## src/hw/soqpsk_macros.svh

```systemverilog
// sizes and constants for the four-state SOQPSK trellis detector
// include wherever a width, the energy term or the fill depth is needed

`ifndef SOQPSK_MACROS_SVH
`define SOQPSK_MACROS_SVH

// ---------------------------------------------------------------------------
// datapath widths
// ---------------------------------------------------------------------------
`define SOQPSK_SAMPLE_W 8    // signed soft sample from the matched filter
`define SOQPSK_METRIC_W 12   // branch and path metrics, modulo arithmetic

// ---------------------------------------------------------------------------
// trellis constants
// ---------------------------------------------------------------------------
// energy term taken off a branch with a nonzero ternary level,
// about the nominal amplitude of a noise-free sample
`define SOQPSK_ENERGY 64

// symbols accepted before the first decision leaves the pipe
`define SOQPSK_FILL 3        // BM, ACS and trace back stages

`endif

```

## src/hw/soqpskPkg.sv

```systemverilog
// types shared by the SOQPSK detector stages
// referenced by scoped name from the stage modules and the top level

`include "soqpsk_macros.svh"

package soqpskPkg;

   // ------------------------------------------------------------------------
   // scalar types
   // ------------------------------------------------------------------------
   // path and branch metric, compared modulo 2**SOQPSK_METRIC_W
   typedef logic signed [`SOQPSK_METRIC_W-1:0] metric_t;

   // trellis state, two bits
   typedef logic [1:0] state_t;

   // ------------------------------------------------------------------------
   // stage payloads
   // ------------------------------------------------------------------------
   // one soft symbol as it arrives on the input handshake
   typedef struct packed {
      logic signed [`SOQPSK_SAMPLE_W-1:0] sample;  // +/- amplitude plus noise
   } softSym_t;

   // ternary branch metrics of one sample
   typedef struct packed {
      metric_t bmZero;   // level 0, always zero
      metric_t bmPlus;   // level +1
      metric_t bmMinus;  // level -1
   } branchMetrics_t;

   // ACS result for one symbol, handed to trace back
   typedef struct packed {
      logic [3:0] sel;    // survivor bit per destination state
      state_t     index;  // best state after this symbol
      logic       even;   // parity of this symbol, 1 = even
   } acsOut_t;

endpackage

```

## src/hw/branchMetricSoqpsk.sv

```systemverilog
// first detector stage, registers the three ternary branch metrics of a sample
// metrics move only when a symbol is accepted

`timescale 1ns/10ps
`include "soqpsk_macros.svh"

module branchMetricSoqpsk (
   input  logic                      clk,
   input  logic                      reset,
   input  logic                      advance,  // one pulse per accepted symbol
   input  soqpskPkg::softSym_t       inSym,
   output soqpskPkg::branchMetrics_t metrics
);

   localparam int MW = `SOQPSK_METRIC_W;
   localparam int SW = `SOQPSK_SAMPLE_W;
   localparam soqpskPkg::metric_t ENERGY = `SOQPSK_ENERGY;

   soqpskPkg::metric_t xWide;   // sample at metric width
   soqpskPkg::metric_t twoX;    // 2x, cannot overflow at this width
   soqpskPkg::metric_t plusBm;
   soqpskPkg::metric_t minusBm;

   // ------------------------------------------------------------------------
   // metric arithmetic
   // ------------------------------------------------------------------------
   // sign extend first so the doubling stays exact
   assign xWide = {{(MW-SW){inSym.sample[SW-1]}}, inSym.sample};
   assign twoX  = xWide + xWide;

   // correlation with +1 / -1, less the energy of a nonzero level
   assign plusBm  = twoX - ENERGY;    // 2x - E
   assign minusBm = -twoX - ENERGY;   // -2x - E

   // ------------------------------------------------------------------------
   // stage register
   // ------------------------------------------------------------------------
   always_ff @(posedge clk) begin
      if (reset) begin
         metrics <= '0;               // zero metrics, first ACS step is a no-op
      end else if (advance) begin
         metrics.bmZero  <= '0;       // level 0 adds nothing
         metrics.bmPlus  <= plusBm;
         metrics.bmMinus <= minusBm;
      end
   end

   // worst case is x = -128, giving -320 and +192, both well inside MW bits
   // so the doubled value and the energy term never wrap here

   // the zero metric is kept in the struct so the ACS sees one uniform
   // add per branch, whatever the level

endmodule

```

## src/hw/acsSoqpsk.sv

```systemverilog
// four-state add-compare-select for the SOQPSK trellis
// keeps the path metrics and symbol parity, reports survivors and best state

`timescale 1ns/10ps
`include "soqpsk_macros.svh"

module acsSoqpsk (
   input  logic                      clk,
   input  logic                      reset,
   input  logic                      advance,
   input  soqpskPkg::branchMetrics_t metrics,
   output soqpskPkg::acsOut_t        acsOut
);

   localparam int MW = `SOQPSK_METRIC_W;

   soqpskPkg::metric_t pm [4];       // path metric per state
   soqpskPkg::metric_t pmNext [4];   // selected and normalized
   soqpskPkg::metric_t normOffset;   // state-0 metric once its top bit is up
   logic [3:0]         selNext;      // b of each survivor
   soqpskPkg::state_t  bestNext;
   soqpskPkg::state_t  mask;         // 1 on odd symbols, 2 on even
   logic               evenNext;     // parity of the symbol now in metrics

   // modulo compare, valid while the metric spread stays under half range
   function automatic logic greater(input soqpskPkg::metric_t a,
                                    input soqpskPkg::metric_t b);
      soqpskPkg::metric_t diff;
      diff = a - b;
      return !diff[MW-1] && (diff != '0);
   endfunction

   // ------------------------------------------------------------------------
   // parity and mask
   // ------------------------------------------------------------------------
   // the word left by reset stands for symbol -1, so parity flips on every
   // step and the first real symbol comes out odd. that dummy step sees
   // zero metrics and leaves all path metrics at zero
   assign evenNext = ~acsOut.even;
   assign mask     = evenNext ? 2'd2 : 2'd1;

   // normalize when state 0 has grown into the top bit
   assign normOffset = pm[0][MW-1] ? pm[0] : '0;

   // ------------------------------------------------------------------------
   // add-compare-select
   // ------------------------------------------------------------------------
   always_comb begin : acsStep
      soqpskPkg::state_t  dst;
      soqpskPkg::state_t  src;
      soqpskPkg::metric_t bm;
      soqpskPkg::metric_t stay;
      soqpskPkg::metric_t move;
      for (int s = 0; s < 4; s++) begin
         dst = soqpskPkg::state_t'(s);
         src = dst ^ mask;                       // b = 1 predecessor
         // level +1 when the masked destination bit is set
         bm = ((dst & mask) != '0) ? metrics.bmPlus : metrics.bmMinus;
         stay = pm[s] + metrics.bmZero;          // b = 0 keeps the state
         move = pm[src] + bm;
         selNext[s] = greater(move, stay);       // tie keeps b = 0
         pmNext[s] = (selNext[s] ? move : stay) - normOffset;
      end
   end

   // ------------------------------------------------------------------------
   // best state, lowest index wins a tie
   // ------------------------------------------------------------------------
   always_comb begin : bestSearch
      soqpskPkg::metric_t bestMetric;
      bestNext   = '0;
      bestMetric = pmNext[0];
      for (int s = 1; s < 4; s++) begin
         if (greater(pmNext[s], bestMetric)) begin
            bestNext   = soqpskPkg::state_t'(s);
            bestMetric = pmNext[s];
         end
      end
   end

   // ------------------------------------------------------------------------
   // stage registers
   // ------------------------------------------------------------------------
   always_ff @(posedge clk) begin
      if (reset) begin
         pm     <= '{default: '0};
         acsOut <= '0;                 // even = 0, parity starts odd
      end else if (advance) begin
         pm           <= pmNext;
         acsOut.sel   <= selNext;
         acsOut.index <= bestNext;
         acsOut.even  <= evenNext;
      end
   end

   // path metrics never shrink before normalization, the b = 0 branch adds 0.
   // every state is reachable from any other in two steps, which bounds
   // the spread to roughly 1k and keeps the modulo compare honest

   // once the top bit is seen the next step must bring state 0 back down
   normCheck: assert property (
      @(posedge clk) disable iff (reset)
      (advance && pm[0][MW-1]) |=> !pm[0][MW-1]
   ) else $error("state-0 metric kept its top bit over two advances");

endmodule

```

## src/hw/traceBackSoqpsk.sv

```systemverilog
// one-step trace back from the best state of the latest symbol
// gives the decision for the symbol before it

`timescale 1ns/10ps

module traceBackSoqpsk (
   input  logic               clk,
   input  logic               reset,
   input  logic               symEn,     // one enable per accepted symbol
   input  soqpskPkg::acsOut_t acsOut,
   output logic               decision
);

   logic [3:0]        selDly;     // survivors of the previous symbol
   soqpskPkg::state_t mask;
   soqpskPkg::state_t prevState;  // predecessor of the best state

   // odd symbols pair 0/1 and 2/3, even symbols pair 0/2 and 1/3
   assign mask = acsOut.even ? 2'd2 : 2'd1;

   // step back along the survivor of the best state
   assign prevState = acsOut.sel[acsOut.index] ? (acsOut.index ^ mask)
                                               : acsOut.index;

   always_ff @(posedge clk) begin
      if (reset) begin
         selDly <= '0;
      end else if (symEn) begin
         selDly <= acsOut.sel;    // one symbol delay
      end
   end

   // bit of the previous symbol that led into prevState
   assign decision = selDly[prevState];

   idxKnown: assert property (
      @(posedge clk) disable iff (reset)
      symEn |-> !$isunknown(acsOut.index)
   ) else $error("best state index unknown on a symbol enable");

endmodule

```

## src/hw/soqpskTrellisDetector.sv

```systemverilog
// SOQPSK hard-decision trellis detector, valid/ready in and out
// one soft sample in per symbol, one bit out per symbol after a fill of three

`timescale 1ns/10ps
`include "soqpsk_macros.svh"

module soqpskTrellisDetector (
   input  logic                clk,
   input  logic                reset,
   input  logic                inValid,
   input  soqpskPkg::softSym_t inSym,
   output logic                inReady,
   output logic                outValid,
   output logic                outBit,
   input  logic                outReady
);

   localparam int FILL   = `SOQPSK_FILL;
   localparam int FILL_W = $clog2(FILL + 1);

   logic                      advance;    // input transfer, moves every stage
   logic [FILL_W-1:0]         fillCnt;    // saturates at FILL
   logic                      fillDone;
   soqpskPkg::branchMetrics_t metrics;
   soqpskPkg::acsOut_t        acsOut;
   logic                      decision;

   // ------------------------------------------------------------------------
   // handshake and pipeline advance
   // ------------------------------------------------------------------------
   assign inReady  = !outValid || outReady;   // room once the output drains
   assign advance  = inValid && inReady;
   assign fillDone = (fillCnt == FILL_W'(FILL));

   always_ff @(posedge clk) begin
      if (reset) begin
         fillCnt <= '0;
      end else if (advance && !fillDone) begin
         fillCnt <= fillCnt + 1'b1;
      end
   end

   // ------------------------------------------------------------------------
   // stages
   // ------------------------------------------------------------------------
   branchMetricSoqpsk i_branchMetric (
      .clk     (clk),
      .reset   (reset),
      .advance (advance),
      .inSym   (inSym),
      .metrics (metrics)
   );

   acsSoqpsk i_acs (
      .clk     (clk),
      .reset   (reset),
      .advance (advance),
      .metrics (metrics),
      .acsOut  (acsOut)
   );

   traceBackSoqpsk i_traceBack (
      .clk      (clk),
      .reset    (reset),
      .symEn    (advance),
      .acsOut   (acsOut),
      .decision (decision)
   );

   // ------------------------------------------------------------------------
   // output register
   // ------------------------------------------------------------------------
   always_ff @(posedge clk) begin
      if (reset) begin
         outValid <= 1'b0;
      end else if (advance) begin
         outValid <= fillDone;        // decision for symbol k on advance k+3
      end else if (outReady) begin
         outValid <= 1'b0;            // taken, nothing new behind it
      end
   end

   always_ff @(posedge clk) begin
      if (advance) outBit <= decision;
   end

   stallHold: assert property (
      @(posedge clk) disable iff (reset)
      (outValid && !outReady) |=> $stable(outBit)
   ) else $error("outBit changed while the output was stalled");

endmodule

```

## config.mk

```make
export PLATFORM = sky130hd
export DESIGN_NAME = soqpskTrellisDetector
export DESIGN_NICKNAME = d
export VERILOG_FILES = /design/src/hw/soqpskPkg.sv /design/src/hw/branchMetricSoqpsk.sv /design/src/hw/acsSoqpsk.sv /design/src/hw/traceBackSoqpsk.sv /design/src/hw/soqpskTrellisDetector.sv
export VERILOG_INCLUDE_DIRS = /design/src /design/src/hw
export SDC_FILE = /design/constraint.sdc
export NUM_CORES = 1
export LEC_CHECK = 0
export ABC_AREA = 1
export BUFFER_PORTS_ARGS = -buffer_cell sky130_fd_sc_hd__buf_2
export CORE_MARGIN = 2
export CORE_UTILIZATION = 55
export CTS_BUF_LIST = sky130_fd_sc_hd__clkbuf_16
export CTS_CLUSTER_SIZE = 10
export DETAILED_ROUTE_END_ITERATION = 10
export GPL_TIMING_DRIVEN = 0
export PLACE_DENSITY = 0.67
export SYNTH_ARGS = -nofsm -noshare
export SYNTH_HDL_FRONTEND = slang
export SYNTH_SLANG_ARGS = --single-unit
```

## constraint.sdc

```tcl
create_clock -name clk -period 14.6 [get_ports clk]
set_clock_uncertainty 0.05 [all_clocks]
set_input_delay 1.46 -clock clk [delete_from_list [all_inputs] [get_ports clk]]
set_output_delay 1.46 -clock clk [all_outputs]
set_load 0.01 [all_outputs]
```

==> metrics.md, run 1 <==
| Metric | Value |
|---|---|
| Outcome | finished clean |
| Area leader, netlist | ha_1 |
| DP Worst Slack | -124.0 ps |
| Largest net degree at the start of global routing | 15 |
| Worst EP required | 14840 ps |
| Top-Level Pins | 15 |
| DRT antenna net count | 0 |
| Yosys cell types | 52 |
| Post-Route WL | about 46 mm |
| Initial antenna violation count | 1 |
| Worst path slowest cell | fa_1 |
| First-pass DRT Iterations | 6 |
| Top cells by area, synth | ha_1 (17%), dfxtp_1 (14%), nand2_1 (12%) |
| Final Net Count | 2123 |
| Clock slew at reported path FFs | around 70 ps |
| Synth async-reset ratio | 0% |
| Clock latency on the worst-skew pair | 370 ps |
| Sum Neg Setup Slack | 0 ps |
| Startpoint types | flip-flop |
| CTS tree | built |
| Multi-input gate area | approximately 0.009 sq mm |
| Yosys reg bits | 83 |
| Port Buf Inserts | 14 |
| Least-Margin Pin Slew | 850.7 ps |
| Register area | around 0.0017 sq mm |
| CTS root buffer | clkbuf_16 |
| Worst path bufs/invs | 14 |
| Crit path time final | about 14000 ps |
| Register area share after synthesis | about 14% |
| Chip height | between 150 and 200 um |
| Min-delay worst type | reg -> reg |
| Slew Viols, Final | 0 |
| Num Clock Sinks | 83 |
| Min Hold Slack | 402.1 ps |
| Fin crit share | between 90% and 100% |
| Final worst setup slack | 1017 ps |
| Congestion Overflow GR | 0 |
| Synthesis-to-layout area growth | 6.793% |
| Achievable frequency | about 74 MHz |
| Syn nets | between 2000 and 2500 |
| Inserted Diodes | 0 |
| Initial core utilization | a little under three fifths |
| Crit Path Class | reg -> reg |
| Via count | ~13000 |
| Synthesis Warnings | 0 |
| GR Util All Layers | around two fifths |
| Relative slew margins | 42.69% |
| Worst path max stage delay | 460 ps |
| Yosys top cell area share | between 10% and 20% |
| Cell Area, Synth | ~0.012 sq mm |
| Avg Inst Size Synth | between 6 and 7 sq um |
| DR vias/cell | about 5.8 |
| Final Hold Viols | 0 |
| Layout filler cell count | 2235 |
| Critical path endpoint category | flip-flop |
| Iter 0 DRT Violations | 1411 |
| Layout Utilization | a little under 60% |
| Max Root-Sink Buffers | 2 |
| Critical Path Fanout Max | 10 |
| Post-Syn Instances | 1899 |
| Data arrival, critical path | about 14000 ps |
| Row cnt | 54 |
| Htree depth | 3 |
| Vias in the first global route | roughly 12000 |
| Drt wl/cell | roughly 21 um |
| Max cap viols | 0 |
| Die area | ~0.023 sq mm |
| Post-synth top flop | dfxtp_1 |
| Layout cell share with drive strength beyond 1 | between 6 and 7% |
| Most used cell, CP | nand2_1 |
| Family with the most delay on the worst path | compound AO/OA/AOI/OAI gates |
| Global-route wire length before repair | around 70 mm |
| Die W | 152.4 um |
| Final setup violation count | 0 |
| Core box area | approximately 0.022 sq mm |
| DRC | 0 |
| Hold buffers post-CTS | 0 |
| Hpwl dp | roughly 40 mm |
| Post-synth EDFFs | 1 |
| CTS Buf Count | 9 |
| GPL Wtd Cong | 1.063 |
[state kept, by name, indices dropped and copies added (netlist names)]
register and flops:
i_acs.pm 48, i_branchMetric.metrics 20, i_acs.acsOut 7, i_traceBack.selDly 4
fillCnt 2, outBit 1, outValid 1
[cells in the mapped netlist (20+ instances only)]
library cell / n
ha_1: 168
clkbuf_1: 40
o21bai_1: 20
nand4_1: 28
nor2_1: 86
inv_1: 294
o21ai_0: 228
a21oi_1: 185
xor2_1: 94
nand2_1: 396
dfxtp_1: 82
nand3_1: 78
xnor2_1: 39
[worst register-to-register path: cells and delay by family (launching register included)]
family | cells | cell delay (ps)
simple gates | 32 | 2890
fa+ha+maj | 7 | 2410
flops | 1 | 410
compound gates | 29 | 4600
xor+xnor | 4 | 1080
buf+inv | 14 | 2090
[routing by layer]
layer	routed length (um)	track usage (%)	up-vias	share of wire [%]
met5	10	0	-	0.022
met4	3287	22.44	2	7.1
met3	4186	6.627	156	9.1
met2	19190	60.77	578	42
met1	19480	52.24	5858	42
li1	-	-	6325	-
[area by class of cell]
| cell class | count | share of cell area [%] |
|---|---|---|
| timing repair buffer | 18 | 0.7734 |
| clock buffer | 9 | 1.740 |
| clock inverter | 7 | 0.4834 |
| inverter | 301 | 8.730 |
| sequential | 83 | 12.93 |
| multi-input combinational | 1463 | 70.69 |
| buffer | 52 | 1.953 |
| tap | 280 | 2.707 |
[what timing repair did]
action	in CTS	in global routing
setup endpoints to repair	2	2
pin swaps	0	4
resized for setup	3	38
setup buffers	0	4
[cell usage in the layout (no fill, tap or decap), types with 8 or more instances in the layout]
| master | synthesis | layout |
|---|---|---|
| nor3_1 | 16 | 16 |
| o21ai_2 | 13 | 16 |
| xnor2_1 | 39 | 37 |
| o21ai_0 | 228 | 222 |
| dfxtp_1 | 82 | 81 |
| buf_2 | 1 | 15 |
| inv_1 | 294 | 297 |
| clkbuf_1 | 40 | 31 |
| o21bai_1 | 20 | 20 |
| xor2_1 | 94 | 93 |
| a21oi_1 | 185 | 183 |
| nand3_2 | 8 | 8 |
| nor2_1 | 86 | 86 |
| a31oi_1 | 11 | 10 |
| fa_1 | 15 | 15 |
| nand2_1 | 396 | 396 |
| o21ai_1 | 16 | 19 |
| nand2_2 | 17 | 17 |
| nand3_1 | 78 | 78 |
| ha_1 | 168 | 167 |
| clkbuf_16 | 0 | 9 |
| nand4_1 | 28 | 28 |
[worst paths after layout]
kind	from	endpoint	slack (ps)	cells after the start
setup / recovery	i_acs.acsOut[0]$_SDFFE_PP0P_	i_acs.acsOut[1]$_SDFFE_PP0P_	1020	86
hold / removal	fillCnt[1]$_SDFFE_PP0P_	fillCnt[1]$_SDFFE_PP0P_	400	2
setup reg to reg	i_acs.acsOut[0]$_SDFFE_PP0P_	i_acs.acsOut[1]$_SDFFE_PP0P_	1020	86
hold reg to reg	fillCnt[1]$_SDFFE_PP0P_	fillCnt[1]$_SDFFE_PP0P_	400	2
[kinds of logic (layout without fill, tap and decap cells)]
family / count (synthesis) / count (layout) / share of synthesized area [%]
AND/OR/NAND/NOR: 642 / 642 / 22.66
AO/OA/AOI/OAI: 502 / 502 / 22.51
buffers and inverters: 353 / 387 / 11.25
adder cells (fa/ha/maj): 183 / 183 / 19.82
XOR/XNOR: 135 / 135 / 9.880
flip-flops: 83 / 83 / 13.79
multiplexers: 1 / 1 / 0.08260
[stage by stage]
| stage | cells | instance area, sq um |
|---|---|---|
| finish | 2213 | 12940 |
| global route | 2213 | 12940 |
| CTS | 2209 | 12830 |
| detailed placement | 2193 | 12540 |
| global placement | 2193 | 12540 |
| floorplan | 1899 | 12120 |
Power of run 1 is left out: the tool's default activity adds up to more than one toggle a clock period on the data nets, which glitch-free logic cannot reach.
==> run 2: changes to the inputs <==
--- a/config.mk
+++ b/config.mk
@@ -17,4 +17,5 @@
 export PLACE_DENSITY = 0.67
 export SYNTH_ARGS = -nofsm -noshare
 export SYNTH_HDL_FRONTEND = slang
+export SYNTH_HIERARCHICAL = 1
 export SYNTH_SLANG_ARGS = --single-unit
==> run 2 against run 1 <==
  * Setup slack got worse by 5.3 ps
  * Cell count increased by 19%
  * Critical path type unchanged
  * Synthesized cell count increased by 18%
  * Non-clock buffer count rose by 14
  * Critical endpoint is now i_acs/acsOut[1]$_SDFFE_PP0P_
  * Hold slack improved by 29 ps
  * First-iteration DRC count shrank 12%
  * Area after synthesis up 21%
  * Register-to-register slack about the same
  * Largest cell class unchanged
  * Via count increased by 15%
  * Sequential cell count is 1 lower
==> metrics.md, run 2 <==
| Metric | Value |
|---|---|
| Flop2flop setup slack | 1010 ps (was 1020 ps) |
| Top Registers | i_acs/pm (48), i_branchMetric/metrics (19), i_acs/acsOut (7) (was i_acs.pm (48), i_branchMetric.metrics (20), i_acs.acsOut (7)) |
| Hold path start | i_acs/acsOut[4]$_SDFFE_PP0P_ (was fillCnt[1]$_SDFFE_PP0P_) |
| Global-route wire length before repair | 77.18 mm (was 69.87 mm) |
| Max reg flops | 48 (unchanged) |
| Most common cell after layout, fill and taps aside | nand2_1 (unchanged) |
| Clock latency on the worst-skew pair | 360 ps (was 370 ps) |
| Critical path endpoint category | flip-flop (unchanged) |
| Hold path endpoint | i_traceBack/selDly[1]$_SDFFE_PP0P_ (was fillCnt[1]$_SDFFE_PP0P_) |
| Least-Margin Pin Slew | 1352 ps (was 850.7 ps) |
| Min Hold Slack | 431.0 ps (was 402.1 ps) |
| Post-DP Area | 0.01519 sq mm (was 0.01254 sq mm) |
| Most used standard cell by instance count after synthesis | nand2_1 (unchanged) |
| Reg with most FFs | i_acs/pm (was i_acs.pm) |
| Outcome | finished clean (unchanged) |
| Critical R2R Capture | i_acs/acsOut[1]$_SDFFE_PP0P_ (was i_acs.acsOut[1]$_SDFFE_PP0P_) |
| Congestion Overflow GR | 0 (unchanged) |
| Final Net Count | 2534 (was 2123) |
| Max Root-Sink Buffers | 2 (unchanged) |
| Iter 0 DRT Violations | 1237 (was 1411) |
| Final Hold Viols | 0 (unchanged) |
| Design area | 0.01561 sq mm (was 0.01294 sq mm) |
| Initial antenna violation count | 1 (unchanged) |
| Num Clock Sinks | 82 (was 83) |
| Layout Utilization | 59.73% (was 59.49%) |
| Yosys reg bits | 82 (was 83) |
| DR vias/cell | 5.646 (was 5.838) |
| CTS Buf Count | 9 (unchanged) |
| Data arrival, critical path | 13830 ps (about the same) |
| Post-Syn Instances | 2250 (was 1899) |
| Yosys top cell area share | 18.01% (was 17.34%) |
| Layout filler cell count | 2575 (was 2235) |
| Synthesis-to-layout area growth | 6.496% (was 6.793%) |
| Crit Path Class | reg -> reg (unchanged) |
| Post-synth EDFFs | 1 (unchanged) |
| Clock slew at reported path FFs | 70 ps (about the same) |
| Die W | 167.2 um (was 152.4 um) |
| Worst path max stage delay | 470 ps (was 460 ps) |
| Chip height | 167.2 um (was 152.4 um) |
| DRT antenna net count | 0 (unchanged) |
| DRC | 0 (unchanged) |
| M1 GR Usage | 48.05% (was 52.24%) |
| Die area | 0.02797 sq mm (was 0.02324 sq mm) |
| First-pass DRT Iterations | 6 (unchanged) |
| Top-Level Pins | 15 (unchanged) |
| Layout cell share with drive strength beyond 1 | 10.23% (was 6.260%) |
| Vias in the first global route | 13890 (was 11990) |
| Core box area | 0.02613 sq mm (was 0.02176 sq mm) |
| GRT busiest layer | met2 (unchanged) |
| Htree depth | 3 (unchanged) |
| Cell Area, Synth | 0.01466 sq mm (was 0.01212 sq mm) |
| Inserted Diodes | 0 (unchanged) |
| Port Buf Inserts | 14 (unchanged) |
| Area leader, netlist | ha_1 (unchanged) |
| Initial core utilization | 56.09% (was 55.71%) |
| Post-Route WL | 50.22 mm (was 46.15 mm) |
| Crit path time final | 13590 ps (was 13580 ps) |
| Via count | 14860 (was 12920) |
| Most frequent cells in the layout | nand2_1 (443), inv_1 (322), a21oi_1 (236), ha_1 (211), o21ai_0 (170) (was nand2_1 (396), inv_1 (297), o21ai_0 (222), a21oi_1 (183), ha_1 (167)) |
| Fin crit share | 93.07% (was 93.04%) |
| Relative slew margins | 9.070% (was 42.69%) |
| Reg2Reg Launch Point | i_acs/acsOut[0]$_SDFFE_PP0P_ (was i_acs.acsOut[0]$_SDFFE_PP0P_) |
| Critical Path Fanout Max | 10 (unchanged) |
| Largest net degree at the start of global routing | 17 (was 15) |
| Top cells by area, synth | ha_1 (18%), nand2_1 (11%), dfxtp_1 (11%) (was ha_1 (17%), dfxtp_1 (14%), nand2_1 (12%)) |
| R2R cell count | 79 (was 86) |
| Final setup violation count | 0 (unchanged) |
| Worst path slowest cell | dfxtp_1 (was fa_1) |
| Min-delay worst type | reg -> reg (unchanged) |
| Register area share after synthesis | 11.27% (was 13.79%) |
| Most used cell, CP | nand2_1 (unchanged) |
| Synthesis Warnings | 6 (was 0) |
| Slew Viols, Final | 0 (unchanged) |
| Met2 usage | 56.29% (was 60.77%) |
| CTS tree | built (unchanged) |
| Hold buffers post-CTS | 0 (unchanged) |
| Met3 Use GR | 5.460% (was 6.627%) |
| CTS root buffer | clkbuf_16 (unchanged) |
| Row cnt | 59 (was 54) |
| Drt wl/cell | 19.08 um (was 20.85 um) |
| Worst EP required | 14840 ps (about the same) |
| Sum Neg Setup Slack | 0 ps (unchanged) |
| GPL Wtd Cong | 0.9654 (was 1.063) |
| Startpoint types | flip-flop (unchanged) |
| Worst Hold Path Cells | 2 (unchanged) |
| GR Util All Layers | 35.93% (was 39.40%) |
| Yosys cell types | 57 (was 52) |
| Post-synth top flop | dfxtp_1 (unchanged) |
| Hpwl dp | 43.23 mm (was 39.12 mm) |
| Max cap viols | 0 (unchanged) |
| Achievable frequency | 73.59 MHz (was 73.62 MHz) |
| Post-synth top cells | nand2_1 (443), inv_1 (323), a21oi_1 (238) (was nand2_1 (396), inv_1 (294), o21ai_0 (228)) |
| Avg Inst Size Synth | 6.514 sq um (was 6.382 sq um) |
| Synth async-reset ratio | 0% (unchanged) |
==> run 2: cell families (layout without fill, tap and decap cells) <==
group	count (synthesis)	count (layout)	synth area share, %
DFF	82	82	11.27
adders and majority gates	230	230	20.61
AOI/OAI and AO/OA	550	550	20.99
xor gates and xnor gates	170	170	10.57
other	1	14	0.02559
and+or+nand+nor	804	804	24.86
buffers and inverters	413	447	11.68
==> run 2: repair_timing <==
action                     in CTS  in global routing
resized for setup               0                 45
setup endpoints to repair       0                  2
setup buffers                   0                  4
==> run 2: critical path, delay by kind of cell (launching register included) <==
family,cells,cell delay (ps)
XOR/XNOR,3,810
adder cells (fa/ha/maj),7,2510
flip-flops,1,470
AO/OA/AOI/OAI,26,4420
AND/OR/NAND/NOR,30,3250
buffers and inverters,13,1970
==> run 2: through the flow <==
step,setup WS [ps],std cells
finish,1012,2632
global route,-6.973,2632
global placement,472.5,2612
floorplan,2781,2263
CTS,75.28,2628
detailed placement,122.6,2612
==> run 2: worst max path at each step <==
stage / start / end / slack, ps / cells past startpoint
after CTS: i_acs/acsOut[0]$_SDFFE_PP0P_ / i_acs/acsOut[1]$_SDFFE_PP0P_ / 80 / 81
after global placement: i_acs/acsOut[0]$_SDFFE_PP0P_ / i_acs/acsOut[1]$_SDFFE_PP0P_ / 470 / 81
after global routing: i_acs/acsOut[0]$_SDFFE_PP0P_ / i_acs/acsOut[1]$_SDFFE_PP0P_ / -7 / 83
after detailed placement: i_acs/acsOut[0]$_SDFFE_PP0P_ / i_acs/acsOut[1]$_SDFFE_PP0P_ / 120 / 83
final: i_acs/acsOut[0]$_SDFFE_PP0P_ / i_acs/acsOut[1]$_SDFFE_PP0P_ / 1010 / 79
after floorplan: i_acs/acsOut[0]$_SDFFE_PP0P_ / i_acs/acsOut[1]$_SDFFE_PP0P_ / 2780 / 82
==> run 2: layout make-up <==
cell class,instances,area (sq um),area share (%)
multi-input cells,1768,11420,73.18
repair buffers,18,100.1,0.6413
clock inverters,7,58.81,0.3768
plain buffers,66,414.1,2.653
clock buffers,9,225.2,1.443
inverters,347,1318,8.441
flip-flops and latches,82,1652,10.58
well taps,335,419.2,2.685
==> run 2: metal layers <==
| layer | wire length (um) | up-vias | share of wire, % |
|---|---|---|---|
| li1 | - | 7453 | - |
| met1 | 22450 | 6775 | 45 |
| met2 | 21250 | 516 | 42 |
| met3 | 3586 | 113 | 7.1 |
| met4 | 2928 | 2 | 5.8 |
| met5 | 12 | - | 0.024 |
Power of run 2 is left out for the same reason.
